$ cat src/design/decodePkg.sv
// Decode stage shared definitions
package decodePkg;

        // data and instruction words.
        typedef logic [31:0] word_t;

        // register file index.
        typedef logic [4:0] regAddr_t;

        // primary opcode, bits 31 to 26.
        typedef logic [5:0] opcode_t;

        // alu function code, bits 5 to 0.
        typedef logic [5:0] funct_t;

        // shift amount, bits 10 to 6.
        typedef logic [4:0] shamt_t;

        // raw immediate, bits 15 to 0.
        typedef logic [15:0] imm_t;

        // register file depth.
        localparam int NUM_REGS = 32;

        // supported primary opcodes.
        localparam opcode_t OP_RTYPE = 6'd0;
        localparam opcode_t OP_LW    = 6'd35;
        localparam opcode_t OP_SW    = 6'd43;
        localparam opcode_t OP_BEQ   = 6'd4;
        localparam opcode_t OP_ADDI  = 6'd8;
        localparam opcode_t OP_LUI   = 6'd15;

        // alu function codes.
        // the non-R-type opcodes reuse add and sub for address and compare.
        localparam funct_t FUNCT_ADD = 6'd32;
        localparam funct_t FUNCT_SUB = 6'd34;
        localparam funct_t FUNCT_MUL = 6'd24;

endpackage
$ cat src/design/decodeCtrlIf.sv
// Decoded control bundle
`timescale 1ns/1ps

interface decodeCtrlIf (
        input logic Clock
);
        import decodePkg::*;

        // datapath control levels.
        logic   regDst;
        logic   branch;
        logic   memRead;
        logic   memToReg;
        logic   aluOp;
        logic   mulOp;
        logic   memWrite;
        logic   aluSrc;
        logic   regWrite;
        logic   shiftSel;
        funct_t aluFunc;

        // the decoder owns every level.
        modport driver (
                input  Clock,
                output regDst,
                output branch,
                output memRead,
                output memToReg,
                output aluOp,
                output mulOp,
                output memWrite,
                output aluSrc,
                output regWrite,
                output shiftSel,
                output aluFunc
        );

        // operand forming only needs these two.
        modport user (
                input Clock,
                input regDst,
                input shiftSel
        );

endinterface

$ cat src/design/decodeStage.sv
// Instruction decode stage
`timescale 1ns/1ps

module decodeStage (
        input  logic                Clock,
        input  logic                rstN,
        input  logic                regWriteIn,
        input  decodePkg::word_t    instruction,
        input  decodePkg::word_t    rData,
        input  decodePkg::regAddr_t rAddrIn,
        output decodePkg::word_t    immData,
        output decodePkg::word_t    rsData,
        output decodePkg::word_t    rtData,
        output decodePkg::regAddr_t rAddrOut,
        output logic                regDst,
        output logic                branch,
        output logic                memRead,
        output logic                memToReg,
        output logic                aluOp,
        output logic                mulOp,
        output logic                memWrite,
        output logic                aluSrc,
        output logic                regWriteOut,
        output decodePkg::funct_t   aluFunc,
        output decodePkg::shamt_t   shamt
);
        import decodePkg::*;

        regAddr_t rsAddr;
        regAddr_t rtAddr;

        // source register fields.
        assign rsAddr = instruction[25:21];
        assign rtAddr = instruction[20:16];

        decodeCtrlIf ctrlIf (
                .Clock(Clock)
        );

        controlDecoder decoder (
                .instruction(instruction),
                .ctrl       (ctrlIf.driver)
        );

        registerFile regFile (
                .Clock    (Clock),
                .rstN     (rstN),
                .writeEn  (regWriteIn),
                .writeAddr(rAddrIn),
                .writeData(rData),
                .rsAddr   (rsAddr),
                .rtAddr   (rtAddr),
                .rsData   (rsData),
                .rtData   (rtData)
        );

        operandSelect operands (
                .instruction(instruction),
                .ctrl       (ctrlIf.user),
                .immData    (immData),
                .rAddrOut   (rAddrOut),
                .shamt      (shamt)
        );

        // control levels out to the execute stage.
        // shiftSel stays inside.
        assign regDst      = ctrlIf.regDst;
        assign branch      = ctrlIf.branch;
        assign memRead     = ctrlIf.memRead;
        assign memToReg    = ctrlIf.memToReg;
        assign aluOp       = ctrlIf.aluOp;
        assign mulOp       = ctrlIf.mulOp;
        assign memWrite    = ctrlIf.memWrite;
        assign aluSrc      = ctrlIf.aluSrc;
        assign regWriteOut = ctrlIf.regWrite;
        assign aluFunc     = ctrlIf.aluFunc;

endmodule

$ cat src/design/operandSelect.sv
// Immediate and destination select
`timescale 1ns/1ps

module operandSelect (
        input  decodePkg::word_t    instruction,
        decodeCtrlIf.user           ctrl,
        output decodePkg::word_t    immData,
        output decodePkg::regAddr_t rAddrOut,
        output decodePkg::shamt_t   shamt
);
        import decodePkg::*;

        imm_t     imm;
        regAddr_t rtField;
        regAddr_t rdField;
        word_t    immSext;
        word_t    immUpper;

        // instruction fields.
        assign imm     = instruction[15:0];
        assign rtField = instruction[20:16];
        assign rdField = instruction[15:11];
        assign shamt   = instruction[10:6];

        // both immediate forms, picked by the lui select.
        assign immSext  = {{16{imm[15]}}, imm};
        assign immUpper = {imm, 16'h0000};
        assign immData  = ctrl.shiftSel ? immUpper : immSext;

        // R-type writes rd, everything else writes rt.
        assign rAddrOut = ctrl.regDst ? rdField : rtField;

        // lui result leaves the low half clear.
        luiLowZero: assert property (@(posedge ctrl.Clock)
                ctrl.shiftSel |-> (immData[15:0] == '0))
                else $error("lui immediate low half %h", immData[15:0]);

endmodule

$ cat src/design/registerFile.sv
// General purpose register file
`timescale 1ns/1ps

module registerFile (
        input  logic                Clock,
        input  logic                rstN,
        input  logic                writeEn,
        input  decodePkg::regAddr_t writeAddr,
        input  decodePkg::word_t    writeData,
        input  decodePkg::regAddr_t rsAddr,
        input  decodePkg::regAddr_t rtAddr,
        output decodePkg::word_t    rsData,
        output decodePkg::word_t    rtData
);
        import decodePkg::*;

        word_t regs [NUM_REGS];

        // write port, reset wins over a write.
        always_ff @(posedge Clock) begin
                if (!rstN) begin
                        for (int i = 0; i < NUM_REGS; i++) begin
                                regs[i] <= '0;
                        end
                end else if (writeEn && (writeAddr != '0)) begin
                        regs[writeAddr] <= writeData;
                end
        end

        // read ports, no bypass of a write in flight.
        // register zero is hardwired.
        assign rsData = (rsAddr == '0) ? '0 : regs[rsAddr];
        assign rtData = (rtAddr == '0) ? '0 : regs[rtAddr];

        // zero register never picks up a value once out of reset.
        zeroRegHeld: assert property (@(posedge Clock) disable iff (!rstN)
                regs[0] == '0)
                else $error("register zero holds %h", regs[0]);

endmodule

$ cat src/design/controlDecoder.sv
// Opcode and function decoder
`timescale 1ns/1ps

module controlDecoder (
        input decodePkg::word_t instruction,
        decodeCtrlIf.driver     ctrl
);
        import decodePkg::*;

        opcode_t opcode;
        funct_t  funct;

        assign opcode = instruction[31:26];
        assign funct  = instruction[5:0];

        always_comb begin
                // everything inactive unless the opcode says otherwise.
                ctrl.regDst   = 1'b0;
                ctrl.branch   = 1'b0;
                ctrl.memRead  = 1'b0;
                ctrl.memToReg = 1'b0;
                ctrl.aluOp    = 1'b0;
                ctrl.mulOp    = 1'b0;
                ctrl.memWrite = 1'b0;
                ctrl.aluSrc   = 1'b0;
                ctrl.regWrite = 1'b0;
                ctrl.shiftSel = 1'b0;
                ctrl.aluFunc  = '0;

                case (opcode)
                        OP_RTYPE: begin
                                // alu op comes straight from the function field.
                                ctrl.regDst   = 1'b1;
                                ctrl.regWrite = 1'b1;
                                ctrl.aluOp    = 1'b1;
                                ctrl.aluFunc  = funct;
                                ctrl.mulOp    = (funct == FUNCT_MUL);
                        end
                        OP_LW: begin
                                ctrl.memRead  = 1'b1;
                                ctrl.memToReg = 1'b1;
                                ctrl.aluSrc   = 1'b1;
                                ctrl.regWrite = 1'b1;
                                ctrl.aluFunc  = FUNCT_ADD;
                        end
                        OP_SW: begin
                                ctrl.memWrite = 1'b1;
                                ctrl.aluSrc   = 1'b1;
                                ctrl.aluFunc  = FUNCT_ADD;
                        end
                        OP_BEQ: begin
                                // equality via subtract.
                                ctrl.branch  = 1'b1;
                                ctrl.aluFunc = FUNCT_SUB;
                        end
                        OP_ADDI: begin
                                ctrl.aluSrc   = 1'b1;
                                ctrl.regWrite = 1'b1;
                                ctrl.aluFunc  = FUNCT_ADD;
                        end
                        OP_LUI: begin
                                // upper immediate is added to the zero register.
                                ctrl.aluSrc   = 1'b1;
                                ctrl.regWrite = 1'b1;
                                ctrl.shiftSel = 1'b1;
                                ctrl.aluFunc  = FUNCT_ADD;
                        end
                        default: begin
                                ctrl.aluFunc = '0;
                        end
                endcase
        end

        // a memory access is either a load or a store.
        memExclusive: assert property (@(posedge ctrl.Clock)
                !(ctrl.memRead && ctrl.memWrite))
                else $error("memRead and memWrite both high, opcode %0d", opcode);

        // the multiplier is only used by R-type alu instructions.
        mulNeedsAlu: assert property (@(posedge ctrl.Clock)
                ctrl.mulOp |-> ctrl.aluOp)
                else $error("mulOp without aluOp, opcode %0d", opcode);

endmodule

$ cat config.mk
export PLATFORM = sky130hd
export DESIGN_NAME = decodeStage
export DESIGN_NICKNAME = d
export VERILOG_FILES = /design/src/design/decodePkg.sv /design/src/design/decodeCtrlIf.sv /design/src/design/decodeStage.sv /design/src/design/operandSelect.sv /design/src/design/registerFile.sv /design/src/design/controlDecoder.sv
export SDC_FILE = /design/constraint.sdc
export NUM_CORES = 2
export LEC_CHECK = 0
export BUFFER_PORTS_ARGS = -buffer_cell sky130_fd_sc_hd__buf_2
export CAP_MARGIN = 25
export CORE_UTILIZATION = 25
export DETAILED_ROUTE_END_ITERATION = 10
export PLACE_DENSITY = 0.46
export SLEW_MARGIN = 20
export SYNTH_ARGS = -nofsm -noshare
export SYNTH_HDL_FRONTEND = slang
export SYNTH_HIERARCHICAL = 1
export SYNTH_SLANG_ARGS = --single-unit
$ cat constraint.sdc
create_clock -name Clock -period 5.6 [get_ports Clock]
set_clock_uncertainty 0.05 [all_clocks]
set_input_delay 1.4 -clock Clock [delete_from_list [all_inputs] [get_ports Clock]]
set_output_delay 1.4 -clock Clock [all_outputs]
set_load 0.05 [all_outputs]
# ---- Yosys cells after proc, flatten, opt, wreduce, memory -nomap -nowiden
# Memories as Yosys holds them, arrays and structs flattened.
# Cells that the tools add are included.
dict set report classes {
  n_eq_ne 6
  n_mux 20
  reduce_logical 8
}
# op count
set op_table {}
lappend op_table {{32-bit 2-to-1 mux} 3}
lappend op_table {{32-bit OR reduction} 1}
lappend op_table {{31-bit 2-to-1 mux} 1}
lappend op_table {{6-bit case mux with 3 select lines} 1}
lappend op_table {{1-bit 2-to-1 mux} 13}
lappend op_table {{6-bit by 4-bit == test with 1-bit output (second input constant)} 2}
lappend op_table {{6-bit == test (second input constant)} 2}
lappend op_table {{5-bit zero test} 2}
lappend op_table {{5-bit 2-to-1 mux} 2}
lappend op_table {{4-bit OR reduction} 2}
lappend op_table {{6-bit by 3-bit == test with 1-bit output (second input constant)} 1}
lappend op_table {{6-bit by 5-bit == test with 1-bit output (second input constant)} 1}
lappend op_table {{6-bit zero test} 1}
lappend op_table {{5-bit nonzero test} 1}
lappend op_table {{1-bit logical AND} 1}
dict set report totals {
  ff_bits 0
  ramBits 1024
  in_bits 72
  output_inout_bits 121
  memories 1
}
# memory depth width read_ports rd_ports_with_merged_regs wr line
set mem_list {}
lappend mem_list {regFile.regs 32 32 2 0 32 registerFile.sv:17} ;# word_t regs [NUM_REGS];

# ---- Depth between registers and ports, before layout
dict set report logic_depth {
  depth_word 7
  ltp_mapped 9
  ltp_nobuf 4
}

# ---- Hierarchy
# The synthesis kept the hierarchy.
# mod instances cells_each area_per_inst_um2 seq_area_each_um2
set by_module_without_submodules {}
lappend by_module_without_submodules {registerFile 1 3509 54204.5 30749.5}
lappend by_module_without_submodules {operandSelect 1 46 442.9 0.0}
lappend by_module_without_submodules {controlDecoder 1 35 239.0 0.0}

# ---- Worst setup path after synthesis
# OpenSTA, ideal clock, no wires.
dict set report synth_path {
  kind {input to output}
  startpoint {input port instruction[18]}
  endpoint {output port rtData[6]}
  arrival_ps 4037
  slack_ps 113
  cell_stages 6
  path_cell_list {buf_2 > or3b_2 > clkbuf_1 > o221ai_1 > a221oi_1 > nor4_1}
}
dict set report synth_between {
  elab_chain_len 2
  elab_cells_between_ends 3
  classes_between {1 x mux; 1 x reduce/logical; 1 x memory}
}
# element line
set synth_lines {}
lappend synth_lines {{start, declared} decodeStage.sv:8} ;# input decodePkg::word_t instruction,
lappend synth_lines {{memory 32 x 32 bit / 5-bit zero test (equally long branches)} n/a}
lappend synth_lines {{32-bit 2-to-1 mux *} registerFile.sv:33} ;# assign rtData = (rtAddr == '0) ? '0 : regs[rtAddr];
lappend synth_lines {{end, declared} decodeStage.sv:13} ;# output decodePkg::word_t rtData,
# Mark *: on every way between the ends. The rest lies on a longest branch, timed or not.

# ---- Worst setup path after layout
dict set report layout_path {
  startpoint {input port instruction[18]}
  endpoint {output port rtData[14]}
}
# The elaborated chain is that of the path after synthesis.

==> results.py <==
metrics = {
    "run_status": {
        "run_status": "finished, violations left",
        "violations": "setup timing",
    },
    "power": {
        "totalPowerFinal_mw": 19.74,
        "cellLeakagePower_nw": 22.32,
        "power.share.combinational": 0.146,
        "power.switching_fraction": 0.2673,
        "power_density_nw_per_um2": 302.4,
        "ir_worst_vdd_mv": 0.2427,
        "internal_power_mw": 14.46,
        "power.clock.fraction": 0.393,
        "power.share.sequential": 0.461,
        "total_net_switching_power_mw": 5.277,
    },
    "yosys": {
        "post_synth_num_cell_types": 51,
        "synth_area_leaders": "sky130_fd_sc_hd__edfxtp_1 (56%), sky130_fd_sc_hd__mux4_2 (19%), sky130_fd_sc_hd__and2_1 (11%), sky130_fd_sc_hd__mux2i_1 (2.8%), sky130_fd_sc_hd__clkbuf_1 (1.9%)",
        "synth_async_sr_flop_share": 0,
        "synth_simple_gate_area_share": 0.1331,
        "yosys_register_bits": 1024,
        "synth_area_per_cell_um2": 15.29,
        "gate_count_of_the_mapped_netlist": 3590,
        "dominant_combinational_cell_family_by_area_after_synthesis": "multiplexers",
        "yosysWarningCount": 6,
        "area_share_of_the_largest_cell_type_after_synthesis": 0.5602,
        "synth-compound-area-share": 0.03980,
        "mappedNetlistArea_um2": 54890,
        "synth-adder-area-share": 0,
        "post_synth_xor_xnor_area": 0,
        "synthDominantAreaCellType": "sky130_fd_sc_hd__edfxtp_1",
        "synth_edf_count": 1024,
        "synthFlopType": "sky130_fd_sc_hd__edfxtp_1",
        "yosysSeqAreaShare": 0.5602,
        "yosys-mux-area-fraction": 0.2319,
    },
    "global_routing": {
        "first_pass_grt_wire_length_mm": 289.7,
        "gr-usage-all-layers": 0.1866,
        "via_count_of_the_first_global_routing_pass": 34932,
        "grt_antenna_before_repair": 33,
        "grt-ovfl-total": 0,
        "grt_start_max_net_pins": 45,
    },
    "detailed_routing": {
        "dr.first_iter.drc_count": 3939,
        "drt_first_pass_iters": 5,
        "drc_errors": 0,
        "routed-via-count": 34663,
        "wl_per_cell_um": 31.12,
        "routed_wire_length_mm": 210.3,
        "via_per_inst": 5.129,
        "count_of_nets_left_with_antenna_violations_after_detail_routing": 0,
    },
    "sta": {
        "setup-violations-final": 1,
        "slew_violations": 0,
        "setup_tns_ps": -0.3655,
        "timing.final.crit_period_ps": 5600,
        "final_hold_viol_count": 0,
        "layout_setup_ws_ps": -0.3655,
        "worstMarginPinSlew_ps": 1078,
        "achievable-frequency_ghz": 0.1786,
        "rsz0062_at_grt": "false",
        "max_slew_margin": 0.2783,
        "period_share": 1.000,
    },
    "cells_and_area": {
        "largest_register": "regFile/regs",
        "syn2layout_area_growth_pct": 18.93,
        "post_route_cells_drive_above_1_share": 0.3200,
        "largestRegisters": "regFile/regs x1024",
        "fin_cells": 6758,
        "fill_cells": 21407,
        "finalNetCount": 3872,
        "largest_reg_flops": 1024,
    },
    "clock_network": {
        "clk_transition_reported_paths_ps": 60,
        "cts-buffers-inserted": 114,
        "clock-sinks": 1024,
        "cts-htree-levels": 3,
        "cts.root.buffer_cell": "sky130_fd_sc_hd__clkbuf_16",
        "clockBufferDepth": 3,
        "cts_hold_buffers": 0,
        "cts_tree": "built",
        "postCtsSetupBuffers": 0,
    },
    "floorplan": {
        "die_height_um": 470.6,
        "fp-row-count": 171,
        "starting_utilization_of_the_core_area": 0.2522,
        "die_width_um": 470.6,
        "design.die.area_um2": 221400,
        "core_um2": 217600,
        "ios": 193,
    },
    "placement": {
        "buffer_ports.inserted": 192,
        "routabilityCongestion": 0.8324,
        "dp_cells": 6537,
        "place_hpwl_mm": 136.5,
        "placement.setup.worst_slack_ps": -171.6,
    },
    "worst_setup_path": {
        "critPathArrivalTime_ps": 4150,
        "critical_path_class": "in -> out",
        "end_kind": "output port",
        "setup.worst_path.start_class": "primary input",
        "critical_path_peak_fanout": 38,
        "critPathRequiredTime_ps": 4150,
    },
    "worst_hold_path": {
        "hp-start": "rData[17]",
        "holdPathEnd": "regFile/regs[13][17]$_SDFFCE_PN0P_",
        "min_delay_path_depth": 2,
        "hold_class": "in -> reg",
    },
    "job": {
        "timing.max_cap.violations": 0,
    },
}
## worst max-delay path by stage
stage	depth (start not counted)	start	slack, ps	to
6_report	8	instruction[18]	-0.4	rtData[14]
2_1_floorplan	6	instruction[18]	110	rtData[6]
3_5_place_dp	8	instruction[18]	-170	rtData[14]
3_3_place_gp	8	instruction[18]	-150	rtData[14]
4_1_cts	9	instruction[16]	40	rtData[14]
5_1_grt	8	instruction[18]	20	rtData[27]
## area by class of cell
cell class | instances | area (µm²) | share of cell area
sequential | 1024 | 30750 | 0.4711
multi-input combinational | 2193 | 22990 | 0.3523
timing repair buffer | 465 | 4163 | 0.06377
tap | 2854 | 3571 | 0.05470
clock buffer | 135 | 3038 | 0.04654
clock inverter | 78 | 735.7 | 0.01127
antenna | 7 | 17.52 | 0.0002683
inverter | 2 | 7.507 | 0.0001150
## logic make-up (layout without fill, tap and decap cells)
logic type / count (synthesis) / count (layout)
simple gates: 1190 / 1190
flops: 1024 / 1024
mux: 674 / 674
buf+inv: 404 / 680
compound gates: 297 / 297
other cells: 1 / 39
## placed cells by master, fill, tap and decap left out, drive strengths merged, types with 6 or more instances in the layout
cell type | synthesis | layout
edfxtp | 1024 | 1024
and2 | 1001 | 1001
mux4 | 470 | 470
buf | 126 | 463
mux2i | 154 | 154
clkbuf | 276 | 137
o22ai | 79 | 79
nor3 | 57 | 57
clkinv | 0 | 54
a22o | 51 | 51
mux2 | 50 | 50
nor2 | 39 | 39
a211oi | 34 | 34
o21ai | 33 | 33
conb | 1 | 32
nor2b | 32 | 32
a2111oi | 29 | 29
o221ai | 27 | 27
a22oi | 18 | 18
bufinv | 0 | 13
a21oi | 13 | 13
nand2 | 12 | 12
nor4 | 9 | 9
diode | 0 | 7
clkinvlp | 0 | 7
nand3b | 6 | 6
nand2b | 6 | 6
nand3 | 6 | 6
inv | 2 | 6
## per-layer routing
| metal | vias to the layer above | GRT usage | wire, µm |
|---|---|---|---|
| met5 | - | 0 | 26 |
| met4 | 4 | 0.06353 | 6821 |
| met3 | 250 | 0.02730 | 13540 |
| met2 | 1507 | 0.2999 | 99080 |
| met1 | 18553 | 0.2560 | 90860 |
| li1 | 14349 | - | - |
## what timing repair did
item | CTS | global route
pin swaps | 0 | 0
endpoints found under the setup margin | 1 | 1
gates resized for setup | 2 | 1
cloned | 0 | 0
## stage by stage
stage | utilization | area, µm² | hold slack (ps)
global route | 0.2999 | 65270 | 1232
finish | 0.3000 | 65280 | 1247
floorplan | - | 55000 | 1548
global placement | 0.2820 | 61360 | 2019
detailed placement | 0.2824 | 61450 | 2021
CTS | 0.2998 | 65230 | 1193
## synth_stat cells, types with 6 or more instances
library cell,number
sky130_fd_sc_hd__nor4_1,9
sky130_fd_sc_hd__clkbuf_1,276
sky130_fd_sc_hd__nand3b_1,6
sky130_fd_sc_hd__nor3_1,56
sky130_fd_sc_hd__mux2_4,10
sky130_fd_sc_hd__mux2i_1,154
sky130_fd_sc_hd__a22oi_1,18
sky130_fd_sc_hd__buf_4,46
sky130_fd_sc_hd__o22ai_1,79
sky130_fd_sc_hd__o21ai_0,33
sky130_fd_sc_hd__o221ai_1,27
sky130_fd_sc_hd__a2111oi_1,12
sky130_fd_sc_hd__mux2_2,40
sky130_fd_sc_hd__mux4_2,470
sky130_fd_sc_hd__nor2b_1,32
sky130_fd_sc_hd__edfxtp_1,1024
sky130_fd_sc_hd__a21oi_1,13
sky130_fd_sc_hd__buf_1,8
sky130_fd_sc_hd__a22o_1,51
sky130_fd_sc_hd__nand3_1,6
sky130_fd_sc_hd__a2111oi_0,17
sky130_fd_sc_hd__nand2_1,12
sky130_fd_sc_hd__nor2_1,39
sky130_fd_sc_hd__nand2b_1,6
sky130_fd_sc_hd__buf_6,22
sky130_fd_sc_hd__a211oi_1,34
sky130_fd_sc_hd__and2_1,997
sky130_fd_sc_hd__buf_2,50
## worst max-delay path, stage by stage
cell                       delay, ps
sky130_fd_sc_hd__clkbuf_8        270
sky130_fd_sc_hd__buf_6           470
sky130_fd_sc_hd__mux4_2          380
sky130_fd_sc_hd__a22o_1          270
sky130_fd_sc_hd__a211oi_1        680
sky130_fd_sc_hd__buf_4           250
sky130_fd_sc_hd__nor3_2           70
sky130_fd_sc_hd__buf_2           250
## power by group through the flow
stage          Combinational, mW  Sequential [mW]  Clock [mW]
5_1_grt                     2.99             9.14        8.15
3_3_place_gp                2.89             9.24           0
6_report                    2.89             9.09        7.76
2_1_floorplan               1.70             9.16           0
3_5_place_dp                2.91             9.24           0
4_1_cts                     2.91             9.08        7.90
Note: power is estimated with default switching activity, not from simulation.
